$ cat src/source/neuron_pkg.sv
package neuron_pkg;

    // Sizing
    // --------------------
    // Fractional bits of v and u
    localparam int MODEL_PREC  = 10;
    localparam int STATE_BW    = MODEL_PREC + 8;
    // Currents and weights carry WEIGHT_PREC fractional bits
    localparam int CURRENT_BW  = 9;
    localparam int WEIGHT_BW   = 7;
    localparam int WEIGHT_PREC = 2;
    localparam int TABLE_ROWS  = 20;
    localparam int ROW_BW      = $clog2(TABLE_ROWS);
    localparam int INDEX_BW    = 8;
    localparam int CFG_ADDR_BW = 6;
    localparam int CFG_DATA_BW = 18;
    localparam int STEP_BW     = 6;
    localparam int STEP_RESET  = 40;
    localparam int OUT_BUS_BW  = 8;

    // Izhikevich datapath widths
    // --------------------
    // Bias plus synaptic current, one guard bit
    localparam int SUM_BW    = CURRENT_BW + 1;
    // v with half the fraction dropped, input to the squarer
    localparam int SQ_IN_BW  = MODEL_PREC / 2 + 8;
    // Square truncated to 25 bits
    localparam int V_SQ_BW   = 25;
    localparam int V_POLY_BW = MODEL_PREC + 11;
    localparam int DRIVE_BW  = CURRENT_BW + 1 + MODEL_PREC;
    localparam int DV_BW     = MODEL_PREC + 13;
    // b*v - u and a*(b*v - u)
    localparam int BV_BW     = MODEL_PREC + 9;
    localparam int DU_BW     = MODEL_PREC + 2;

    // Model constants, integer part only
    // --------------------
    localparam int V_RESET       = -70;
    localparam int U_RESET       = -20;
    localparam int V_SPIKE       = 30;
    localparam int V_AFTER_SPIKE = -65;
    localparam int U_SPIKE_STEP  = 6;
    localparam int BIAS_140      = 140;

    // Reset values in fixed point
    localparam logic signed [STATE_BW-1:0] V_RESET_FX = STATE_BW'(V_RESET * (1 << MODEL_PREC));
    localparam logic signed [STATE_BW-1:0] U_RESET_FX = STATE_BW'(U_RESET * (1 << MODEL_PREC));

    // Configuration address map
    // --------------------
    localparam int CFG_BIAS_ADDR  = 0;
    localparam int CFG_STEP_ADDR  = 1;
    // Rows start here, index word then weight word
    localparam int CFG_TABLE_BASE = 2;
    localparam int CFG_WORDS      = CFG_TABLE_BASE + 2 * TABLE_ROWS;

    // Kind of configuration write
    typedef enum logic [2:0] {
        CFG_BIAS,
        CFG_STEP,
        CFG_INDEX,
        CFG_WEIGHT,
        CFG_NONE
    } cfg_kind_e;

    typedef struct packed {
        logic                   we;
        logic [CFG_ADDR_BW-1:0] addr;
        logic [CFG_DATA_BW-1:0] data;
    } cfg_write_t;

    typedef struct packed {
        logic                vld;
        logic [INDEX_BW-1:0] index;
    } axon_in_t;

    typedef struct packed {
        logic signed [STATE_BW-1:0] v;
        logic signed [STATE_BW-1:0] u;
    } neuron_state_t;

endpackage

$ cat src/source/synapse_decode.sv
`timescale 1ns/10ps

module synapse_decode import neuron_pkg::*; (
    input  logic                         clk,
    input  logic                         rst,
    input  logic                         nc_reset,
    input  logic                         nc_evaluate,
    input  cfg_write_t                   cfg,
    input  axon_in_t                     axon,
    output logic signed [CURRENT_BW-1:0] syn_current,
    output logic signed [CURRENT_BW-1:0] bias_current
);

    // Write decode
    cfg_kind_e              cfg_kind;
    logic [CFG_ADDR_BW-1:0] cfg_offset;
    logic [ROW_BW-1:0]      cfg_row;

    // Synapse table, one index and one weight per row
    logic [INDEX_BW-1:0]         table_i [TABLE_ROWS];
    logic signed [WEIGHT_BW-1:0] table_w [TABLE_ROWS];
    // Status bit per row, set means next match subtracts
    logic [TABLE_ROWS-1:0]       table_s;

    // Registered axon input, cuts fan-out into the row compare
    axon_in_t                     axon_q;
    logic [TABLE_ROWS-1:0]        row_match;
    logic signed [CURRENT_BW-1:0] syn_nxt;

    // Configuration decode
    // --------------------
    always_comb begin
        // Offset into the table region, row is half of it
        cfg_offset = cfg.addr - CFG_ADDR_BW'(CFG_TABLE_BASE);
        cfg_row    = ROW_BW'(cfg_offset >> 1);
        if (!cfg.we) begin
            cfg_kind = CFG_NONE;
        end else if (cfg.addr == CFG_ADDR_BW'(CFG_BIAS_ADDR)) begin
            cfg_kind = CFG_BIAS;
        end else if (cfg.addr == CFG_ADDR_BW'(CFG_STEP_ADDR)) begin
            // Step length lives in the result stage
            cfg_kind = CFG_STEP;
        end else if (cfg.addr < CFG_ADDR_BW'(CFG_WORDS)) begin
            // Even offset is the index word, odd is the weight
            cfg_kind = cfg_offset[0] ? CFG_WEIGHT : CFG_INDEX;
        end else begin
            // Past the last row
            cfg_kind = CFG_NONE;
        end
    end

    // Constant bias current
    always_ff @(posedge clk) begin
        if (rst) begin
            bias_current <= '0;
        end else if (cfg_kind == CFG_BIAS) begin
            bias_current <= CURRENT_BW'(cfg.data);
        end
    end

    // Table rows, untouched by nc_reset
    always_ff @(posedge clk) begin
        if (rst) begin
            for (int r = 0; r < TABLE_ROWS; r++) begin
                table_i[r] <= '0;
                table_w[r] <= '0;
            end
        end else if (cfg_kind == CFG_INDEX) begin
            table_i[cfg_row] <= INDEX_BW'(cfg.data);
        end else if (cfg_kind == CFG_WEIGHT) begin
            table_w[cfg_row] <= WEIGHT_BW'(cfg.data);
        end
    end

    // Index match and accumulate
    // --------------------
    always_comb begin
        // Every row compares against the registered index at once
        for (int r = 0; r < TABLE_ROWS; r++) begin
            row_match[r] = axon_q.vld && (axon_q.index == table_i[r]);
        end
    end

    always_comb begin
        syn_nxt = syn_current;
        // Signed sum of all matched weights
        for (int r = 0; r < TABLE_ROWS; r++) begin
            if (row_match[r]) begin
                if (table_s[r]) begin
                    syn_nxt = syn_nxt - CURRENT_BW'(table_w[r]);
                end else begin
                    syn_nxt = syn_nxt + CURRENT_BW'(table_w[r]);
                end
            end
        end
    end

    always_ff @(posedge clk) begin
        if (rst || nc_reset) begin
            axon_q      <= '0;
            syn_current <= '0;
            table_s     <= '0;
        end else begin
            axon_q.vld <= axon.vld;
            // Index only loads with a valid beat
            if (axon.vld) begin
                axon_q.index <= axon.index;
            end
            // Current only moves on a lookup or an evaluate
            if (nc_evaluate || axon_q.vld) begin
                syn_current <= syn_nxt;
            end
            // Matched rows flip between add and subtract
            if (axon_q.vld) begin
                table_s <= table_s ^ row_match;
            end
        end
    end

endmodule

$ cat src/source/izh_execute.sv
`timescale 1ns/10ps

module izh_execute import neuron_pkg::*; (
    input  logic                         clk,
    input  logic                         rst,
    input  logic                         nc_reset,
    input  logic                         nc_evaluate,
    input  logic signed [CURRENT_BW-1:0] syn_current,
    input  logic signed [CURRENT_BW-1:0] bias_current,
    output logic                         spiking,
    output neuron_state_t                state
);

    // Model state
    logic signed [STATE_BW-1:0]  v;
    logic signed [STATE_BW-1:0]  u;
    logic signed [STATE_BW-1:0]  v_nxt;
    logic signed [STATE_BW-1:0]  u_nxt;

    // v update terms
    logic signed [SQ_IN_BW-1:0]  v_half;
    logic signed [V_SQ_BW-1:0]   v_sq;
    logic signed [V_POLY_BW-1:0] v_sq_k;
    logic signed [V_POLY_BW-1:0] v_x5;
    logic signed [SUM_BW-1:0]    i_sum;
    logic signed [DRIVE_BW-1:0]  drive;
    logic signed [DV_BW-1:0]     dv;
    logic signed [V_POLY_BW-1:0] v_raw;

    // u update terms
    logic signed [BV_BW-1:0]     bv_mu;
    logic signed [DU_BW-1:0]     du;
    logic signed [STATE_BW-1:0]  u_raw;

    // State registers
    // --------------------
    always_ff @(posedge clk) begin
        if (rst || nc_reset) begin
            v <= V_RESET_FX;
            u <= U_RESET_FX;
        end else if (nc_evaluate) begin
            v <= v_nxt;
            u <= u_nxt;
        end
    end

    // Next v
    // --------------------
    always_comb begin
        // Drop half the fraction so the square stays in range
        v_half = SQ_IN_BW'(v >>> (MODEL_PREC / 2));
        // Extend before multiplying, keep the low 25 bits
        v_sq   = V_SQ_BW'(v_half) * V_SQ_BW'(v_half);
        // About 0.04 v^2
        v_sq_k = V_POLY_BW'((v_sq >>> 5) + (v_sq >>> 7) + (v_sq >>> 10));
        v_x5   = (V_POLY_BW'(v) <<< 2) + V_POLY_BW'(v);

        // Drive term, 140 plus input current aligned to the model fraction
        i_sum  = SUM_BW'(bias_current) + SUM_BW'(syn_current);
        drive  = DRIVE_BW'(BIAS_140 * (1 << MODEL_PREC))
               + (DRIVE_BW'(i_sum) <<< (MODEL_PREC - WEIGHT_PREC));

        dv     = DV_BW'(v_sq_k) + DV_BW'(v_x5) - DV_BW'(u) + DV_BW'(drive);
        // Quarter time step
        v_raw  = V_POLY_BW'(v) + V_POLY_BW'(dv >>> 2);

        // Threshold on the integer part, only in an evaluate cycle
        spiking = nc_evaluate && ((v_raw >>> MODEL_PREC) > V_POLY_BW'(V_SPIKE));
        v_nxt   = spiking ? STATE_BW'(V_AFTER_SPIKE * (1 << MODEL_PREC)) : STATE_BW'(v_raw);
    end

    // Next u
    // --------------------
    always_comb begin
        // b*v about 0.2 v, taken from the pre-spike next v
        bv_mu = BV_BW'((v_raw >>> 3) + (v_raw >>> 4) + (v_raw >>> 6) - V_POLY_BW'(u));
        // a about 0.005, includes the quarter step
        du    = DU_BW'((bv_mu >>> 8) + (bv_mu >>> 10));
        u_raw = STATE_BW'(du) + u;
        // Spike bumps recovery by d
        u_nxt = spiking ? u + STATE_BW'(U_SPIKE_STEP * (1 << MODEL_PREC)) : u_raw;
    end

    // Observation port
    assign state = '{v: v, u: u};

endmodule

$ cat src/source/spike_result.sv
`timescale 1ns/10ps

module spike_result import neuron_pkg::*; #(
    parameter int NEURON_INDEX = 1
) (
    input  logic                  clk,
    input  logic                  rst,
    input  logic                  nc_reset,
    input  logic                  nc_evaluate,
    input  logic                  nc_warmup,
    input  logic                  out_granted,
    input  logic                  spiking,
    input  cfg_write_t            cfg,
    output logic                  out_pending,
    output logic [OUT_BUS_BW-1:0] out_bus
);

    // Lengthening counter
    logic [STEP_BW-1:0] step_len;
    logic [STEP_BW-1:0] step_cntr;
    logic [STEP_BW-1:0] step_cntr_nxt;
    // Lengthened output level
    logic               out_level;
    logic               out_level_nxt;
    // Waiting for a grant since the last evaluate
    logic               pend;
    logic               upd_en;

    // Step length register, only this address is decoded here
    always_ff @(posedge clk) begin
        if (rst) begin
            step_len <= STEP_BW'(STEP_RESET);
        end else if (cfg.we && cfg.addr == CFG_ADDR_BW'(CFG_STEP_ADDR)) begin
            step_len <= STEP_BW'(cfg.data);
        end
    end

    // Counter and level
    // --------------------
    // Warmup evaluates leave the output alone
    assign upd_en = (nc_evaluate && !nc_warmup) || out_granted;

    always_comb begin
        // Set on a fresh spike, or when the count runs out without one
        if ((spiking && step_cntr == '0)
            || (!spiking && step_cntr == STEP_BW'(1))) begin
            out_level_nxt = 1'b1;
        end else if (out_granted) begin
            out_level_nxt = 1'b0;
        end else begin
            out_level_nxt = out_level;
        end

        // Spike reloads, otherwise count down to zero
        step_cntr_nxt = step_cntr;
        if (spiking) begin
            step_cntr_nxt = step_len;
        end else if (step_cntr != '0) begin
            step_cntr_nxt = step_cntr - STEP_BW'(1);
        end
    end

    always_ff @(posedge clk) begin
        if (rst || nc_reset) begin
            out_level <= 1'b0;
            step_cntr <= '0;
        end else if (upd_en) begin
            out_level <= out_level_nxt;
            step_cntr <= step_cntr_nxt;
        end
    end

    // Output port
    // --------------------
    // Grant wins over a same-cycle evaluate
    always_ff @(posedge clk) begin
        if (rst || out_granted) begin
            pend <= 1'b0;
        end else if (nc_evaluate) begin
            pend <= 1'b1;
        end
    end

    assign out_pending = out_level && pend;
    // Bus reads zero unless this neuron holds the grant
    assign out_bus = (out_pending && out_granted) ? OUT_BUS_BW'(NEURON_INDEX) : '0;

endmodule

$ cat src/source/neuron_top.sv
`timescale 1ns/10ps

module neuron_top import neuron_pkg::*; #(
    parameter int NEURON_INDEX = 1
) (
    input  logic                  clk,
    input  logic                  rst,
    // Configuration writes
    input  cfg_write_t            cfg,
    // Incoming axon index
    input  axon_in_t              axon,
    // Network controller strobes
    input  logic                  nc_evaluate,
    input  logic                  nc_reset,
    input  logic                  nc_warmup,
    // Output port
    input  logic                  out_granted,
    output logic                  neur_output,
    output logic                  out_pending,
    output logic [OUT_BUS_BW-1:0] out_bus,
    // v and u for observation
    output neuron_state_t         state
);

    // Decode to execute
    logic signed [CURRENT_BW-1:0] syn_current;
    logic signed [CURRENT_BW-1:0] bias_current;

    synapse_decode synapse_decode_i (
        .clk          (clk),
        .rst          (rst),
        .nc_reset     (nc_reset),
        .nc_evaluate  (nc_evaluate),
        .cfg          (cfg),
        .axon         (axon),
        .syn_current  (syn_current),
        .bias_current (bias_current)
    );

    // Spike flag goes straight out as neur_output
    izh_execute izh_execute_i (
        .clk          (clk),
        .rst          (rst),
        .nc_reset     (nc_reset),
        .nc_evaluate  (nc_evaluate),
        .syn_current  (syn_current),
        .bias_current (bias_current),
        .spiking      (neur_output),
        .state        (state)
    );

    spike_result #(
        .NEURON_INDEX (NEURON_INDEX)
    ) spike_result_i (
        .clk          (clk),
        .rst          (rst),
        .nc_reset     (nc_reset),
        .nc_evaluate  (nc_evaluate),
        .nc_warmup    (nc_warmup),
        .out_granted  (out_granted),
        .spiking      (neur_output),
        .cfg          (cfg),
        .out_pending  (out_pending),
        .out_bus      (out_bus)
    );

endmodule

$ cat config.mk
export PLATFORM = sky130hd
export DESIGN_NAME = neuron_top
export DESIGN_NICKNAME = d
export VERILOG_FILES = /design/src/source/neuron_pkg.sv /design/src/source/synapse_decode.sv /design/src/source/izh_execute.sv /design/src/source/spike_result.sv /design/src/source/neuron_top.sv
export SDC_FILE = /design/constraint.sdc
export NUM_CORES = 2
export LEC_CHECK = 0
export BUFFER_PORTS_ARGS = -buffer_cell sky130_fd_sc_hd__buf_2
export CELL_PAD_IN_SITES_DETAIL_PLACEMENT = 0
export CELL_PAD_IN_SITES_GLOBAL_PLACEMENT = 2
export CORE_ASPECT_RATIO = 1.4
export CORE_MARGIN = 3
export CORE_UTILIZATION = 34
export DETAILED_ROUTE_END_ITERATION = 10
export GPL_ROUTABILITY_DRIVEN = 0
export PLACE_DENSITY = 0.72
export SETUP_SLACK_MARGIN = 0.15
export SLEW_MARGIN = 20
export SYNTH_ARGS = -nofsm -noshare
export SYNTH_HDL_FRONTEND = slang
export SYNTH_SLANG_ARGS = --single-unit
$ cat constraint.sdc
create_clock -name clk -period 21.3 [get_ports clk]
set_clock_uncertainty 0.2 [all_clocks]
set_input_delay 1.065 -clock clk [delete_from_list [all_inputs] [get_ports clk]]
set_output_delay 1.065 -clock clk [all_outputs]
set_load 0.01 [all_outputs]
# After elaboration in Yosys (flattened, before gate mapping)

Memories as Yosys holds them, arrays and structs flattened.
Index checks and enable logic that the tools add are counted.

Bits in registers: 97
Memory bits (writable): 300
Input port bits: 40
Output and inout bits: 46
Word-level logic and storage cells: 209
Memories kept: 2

Add/sub/neg operators: 57
$mul: 1
$lt $le $gt $ge: 2
Equality and inequality tests: 24
Multiplexer cells: 67
Bitwise gates (word level): 1
Reductions and logical operators: 44

Memories:

| memory                   | words | bits a word | rd ports | clocked after memory_dff | wr ports | line                 | RTL |
|---|---|---|---|---|---|---|---|
| synapse_decode_i.table_i | 20    | 8           | 20       | 0                        | 20       | synapse_decode.sv:20 | `logic [INDEX_BW-1:0] table_i [TABLE_ROWS];` |
| synapse_decode_i.table_w | 20    | 7           | 20       | 0                        | 20       | synapse_decode.sv:21 | `logic signed [WEIGHT_BW-1:0] table_w [TABLE_ROWS];` |

Operators with widths:

| kind                     | number |
|---|---|
| $mux W9                  | 40 |
| $add A9 B7 Y9            | 20 |
| $sub A9 B7 Y9            | 20 |
| $eq A8 B8 Y1             | 20 |
| $add A20 B18 Y21         | 2 |
| $mux W18                 | 2 |
| $logic_and A1 B1 Y1      | 27 |
| $mul A13 B13 Y25         | 1 |
| $add A23 B20 Y23         | 1 |
| $sub A22 B18 Y23         | 1 |
| $add A21 B21 Y22         | 1 |
| $add A18 B21 Y21         | 1 |
| $add A21 B15 Y21         | 1 |
| $add A19 B18 Y20 const A | 1 |
| $xor A20 B20 Y20         | 1 |
| $add A18 B17 Y19         | 1 |
| $add A19 B15 Y19         | 1 |
| $sub A19 B18 Y19         | 1 |
| $add A12 B18 Y18         | 1 |
| $add A18 B14 Y18 const B | 1 |
| $mux W1                  | 15 |
| $add A11 B9 Y12          | 1 |
| $eq A6 B1 Y1 const B     | 2 |
| $logic_not A6 Y1         | 2 |
| 19 further kinds         | 32 |

# Longest topological paths before layout

An unclocked memory read counts as a cell.

Word-level depth: 61
Gate-level depth with buffers: 126

# Hierarchy

Synthesis repeated with hierarchy kept, for this count alone.

Cell total of the unflattened synthesis: 5401
Area total of the unflattened synthesis: 47872.2 um^2

By module, submodules not included:

| module         | times used | cells an instance | area each (um^2) | seq. area each (um^2) |
|---|---|---|---|---|
| synapse_decode | 1          | 3686              | 32900.3          | 9949.5 |
| izh_execute    | 1          | 1618              | 14134.8          | 720.7 |
| spike_result   | 1          | 97                | 837.1            | 280.3 |

# Least setup slack after synthesis

OpenSTA, ideal clock, no wires.

Path kind: register to register
Start: memory synapse_decode_i.table_w[0][0]
End: register synapse_decode_i.syn_current[8]
Library setup time: 123 ps
Arrival: 23076 ps
Data required time: 20977 ps
Path slack: -2099 ps
Stages on the path, launching flop included: 120
Path buffers: 0
Period minus slack after synthesis: 23399 ps
Cells stage by stage: edfxtp_1 > inv_1 > ha_1 > mux2_2 > fa_1 > and4_1 > nor2_1 > inv_1 > fa_1 > nor4_4 > a31oi_4 > xnor2_1 > xnor2_1 > mux2i_1 > inv_1 > fa_1 > inv_1 > and2_1 > (+84 left out) > nand2_1 > xnor2_1 > xnor2_1 > xnor2_1 > xnor2_1 > xnor2_1 > xnor2_1 > xnor2_1 > xnor2_1 > xnor2_1 > xnor2_1 > xnor2_1 > xnor2_1 > xnor3_1 > xnor3_1 > xor2_1 > xor2_1 > mux2_1

RTL lines:

| item                 | line                  | RTL |
|---|---|---|
| from (decl)          | synapse_decode.sv:21  |  |
| to (signal assigned) | synapse_decode.sv:111 | `syn_current <= syn_nxt;` |
| to (decl)            | synapse_decode.sv:10  | `output logic signed [CURRENT_BW-1:0] syn_current,` |

==> impl_metrics.json <==
{
  "worst-r2r-cell-count": 122,
  "nets": 6527,
  "layout_min_cycle_time_ns": 22.46,
  "ys_seq_elements": 397,
  "mostFrequentLayoutCells": "765 x buf_4, 491 x xnor2_1, 489 x inv_1",
  "cts_buffers": 45,
  "fmax_mhz": 44.5,
  "status": "finished with violations",
  "rsz0062_at_grt": "true",
  "place_ws_ns": -1.95,
  "hold_depth": 2,
  "violations": "negative setup slack",
  "wl_um": 154000,
  "clk_pin_slew_ns": 0.07,
  "ios": 86,
  "std_cell_rows": 159,
  "register_area_sq_um": 11000,
  "tritoncts": "done",
  "crit_path_frequent_cell": "xnor2_1",
  "antenna_left": 0,
  "coreArea_sq_um": 135000,
  "slowest_delay_ns": 0.55,
  "ff2ff_setup_slack_ns": -1.16,
  "r2r-end": "synapse_decode_i.syn_current[8]$_SDFFE_PP0P_",
  "hold_path_class": "register to register",
  "viasPerCell": 5.05,
  "final_common_cell": "buf_4",
  "antenna_found_initial": 19,
  "worstPathMaxFanout": 3,
  "maxCapViolCount": 0,
  "setup_violations": 1,
  "htreeDepth": 2,
  "grt_max_degree": 55,
  "final-max-slew-violation-count": 0,
  "timing.rr.start": "synapse_decode_i.table_w[0][1]$_SDFFCE_PN0P_",
  "slowest_stage": "fa_2",
  "crit_required_ns": 21.62,
  "whs_endpoint": "spike_result_i.step_cntr[0]$_SDFFE_PP0P_",
  "synth_area_leaders": "edfxtp_1 19%, fa_1 12%, xnor2_1 9.5%",
  "dieArea_sq_um": 141000,
  "yosysTopAreaCellShare_pct": 19.5,
  "period_share_pct": 105,
  "setup_slack_ns": -1.16,
  "ys_async_sr_fraction_pct": 0,
  "synth.avg_cell_area_sq_um": 8.98,
  "dr.pass1.iters": 5,
  "final_layout_size_suffix_gt1_share_pct": 20.4,
  "die_h_um": 443,
  "arrival_ns": 22.78,
  "initial_core_util_pct": 34.4,
  "synth_enable_flop_cells": 300,
  "yosysWarningCount": 0,
  "ys_seq_area_share_pct": 23.7,
  "drc": 0,
  "holdBufCountCts": 0,
  "syn_inst": 5152,
  "dp.final_hpwl_um": 122000,
  "critPathKind": "register to register",
  "grt_use_total_pct": 21.6,
  "area_growth_pct": 21.1,
  "maxSlewHeadroom_pct": 28.4,
  "synth.distinct_cells": 114,
  "end_kind": "register",
  "clock_sinks": 397,
  "root_buffer": "clkbuf_16",
  "ys.flop_type": "edfxtp_1",
  "synth_top_cell_by_area": "edfxtp_1",
  "start_kind": "register",
  "drt_iter0_drc": 1700,
  "num_vias": 38700,
  "worstHoldStart": "spike_result_i.step_len[0]$_SDFFE_PP0P_",
  "routedWlPerCell_um": 20.1,
  "die_width_um": 318,
  "grt_overflow_total": 0,
  "clockBufferDepth": 3,
  "synth_area_sq_um": 46300,
  "grt_pass1_vias": 40300,
  "worst_pin_slew_ns": 1.07,
  "io_buffers": 69,
  "clock_latency_ns": 0.63,
  "startpoint": "synapse_decode_i.table_w[0][1]$_SDFFCE_PN0P_",
  "fill_cells": 13400,
  "multi_input_area_sq_um": 33300,
  "grt_pass1_wl_um": 235000,
  "hold_violations": 0
}
[critical path: cells and delay by family, from the launching register on]
kind / cells / cell delay [ns]
simple gates: 33 / 4.98
buf+inv: 6 / 0.56
mux: 10 / 2.45
fa+ha+maj: 15 / 4.50
flops: 1 / 0.40
compound gates: 27 / 4.08
xor+xnor: 31 / 5.15
[metrics by stage]
step                area (sq um)  hold slack, ns  cells  util (%)  TNS, ns
global route               56000           0.310   7659      41.6    -2.48
floorplan                  46500           0.230   5159         -   -0.418
detailed placement         53900           0.261   7538      40.0    -1.95
finish                     56000           0.283   7669      41.6    -1.16
CTS                        55700           0.286   7646      41.3    -1.50
global placement           53800           0.257   7538      40.0    -1.57
[final cells by class]
| class | count | share of cell area [%] |
|---|---|---|
| diodes | 12 | 0.0536 |
| flip-flops and latches | 397 | 19.6 |
| inverters | 498 | 3.34 |
| clock inverters | 28 | 0.545 |
| clock buffers | 56 | 2.17 |
| well taps | 1771 | 3.96 |
| multi-input cells | 4075 | 59.5 |
| repair buffers | 832 | 10.8 |
[layer usage]
metal | GRT usage (%) | vias to the layer above | wire [um]
li1 | - | 19100 | -
met1 | 23.0 | 18800 | 58000
met2 | 43.2 | 554 | 85000
met3 | 2.04 | 228 | 4560
met4 | 7.98 | 10 | 6400
met5 | 0 | - | 73
[sequential cells by signal (all words and copies together), names as in the netlist, 6 cells and up]
signal / count
spike_result_i.step_len: 6
synapse_decode_i.axon_q: 9
synapse_decode_i.table_s: 20
spike_result_i.step_cntr: 6
izh_execute_i.v: 18
synapse_decode_i.table_i: 160
synapse_decode_i.bias_current: 9
izh_execute_i.u: 18
synapse_decode_i.syn_current: 9
synapse_decode_i.table_w: 140
[how the worst max path moves through the flow]
stage                                                              end  slack [ns]  cells after the start
after floorplan           synapse_decode_i.syn_current[8]$_SDFFE_PP0P_       -0.42                    120
after global placement    synapse_decode_i.syn_current[8]$_SDFFE_PP0P_       -1.57                    123
after detailed placement  synapse_decode_i.syn_current[8]$_SDFFE_PP0P_       -1.95                    112
after CTS                 synapse_decode_i.syn_current[8]$_SDFFE_PP0P_       -1.50                    122
after global routing      synapse_decode_i.syn_current[8]$_SDFFE_PP0P_       -2.48                    123
final                     synapse_decode_i.syn_current[8]$_SDFFE_PP0P_       -1.16                    122
[logic make-up after synthesis]
family / count (synthesis) / synth area share, %
compound gates: 851 / 12.0
flops: 397 / 23.7
buf+inv: 687 / 5.83
xor+xnor: 657 / 12.9
other cells: 1 / 0.00810
fa+ha+maj: 655 / 22.3
mux: 176 / 4.03
simple gates: 1728 / 19.2
[what timing repair did]
action,4_1_cts,5_1_grt
buffers inserted,24,11
gates resized for setup,28,39
hold endpoints to repair,0,0
pin swaps,50,63
endpoints found under the setup margin,1,2
[Yosys cell counts (10+ instances only)]
cell type	n
buf_1	19
nor2b_1	30
or4_1	17
or2_2	57
xor2_1	135
nor3_1	165
a31oi_1	39
o31ai_1	17
a211oi_1	30
o21a_1	29
nand2b_1	56
a21o_1	61
and2_1	302
inv_1	493
nand2_1	268
nor2_1	436
mux2_2	68
nand3_1	119
maj3_1	16
clkbuf_1	143
o21bai_1	59
o211ai_1	26
or3_1	47
fa_1	287
nor4_1	54
edfxtp_1	300
xnor2_1	502
o21ai_0	142
mux2i_1	105
nand3b_1	17
a311oi_1	15
and3_1	47
nand4_1	63
and4_1	10
a21oi_1	286
ha_1	351
nor3b_1	10
dfxtp_1	97
buf_4	11
Power is left out: the tool's default activity adds up to more than one toggle a clock period on the data nets, which glitch-free logic cannot reach.
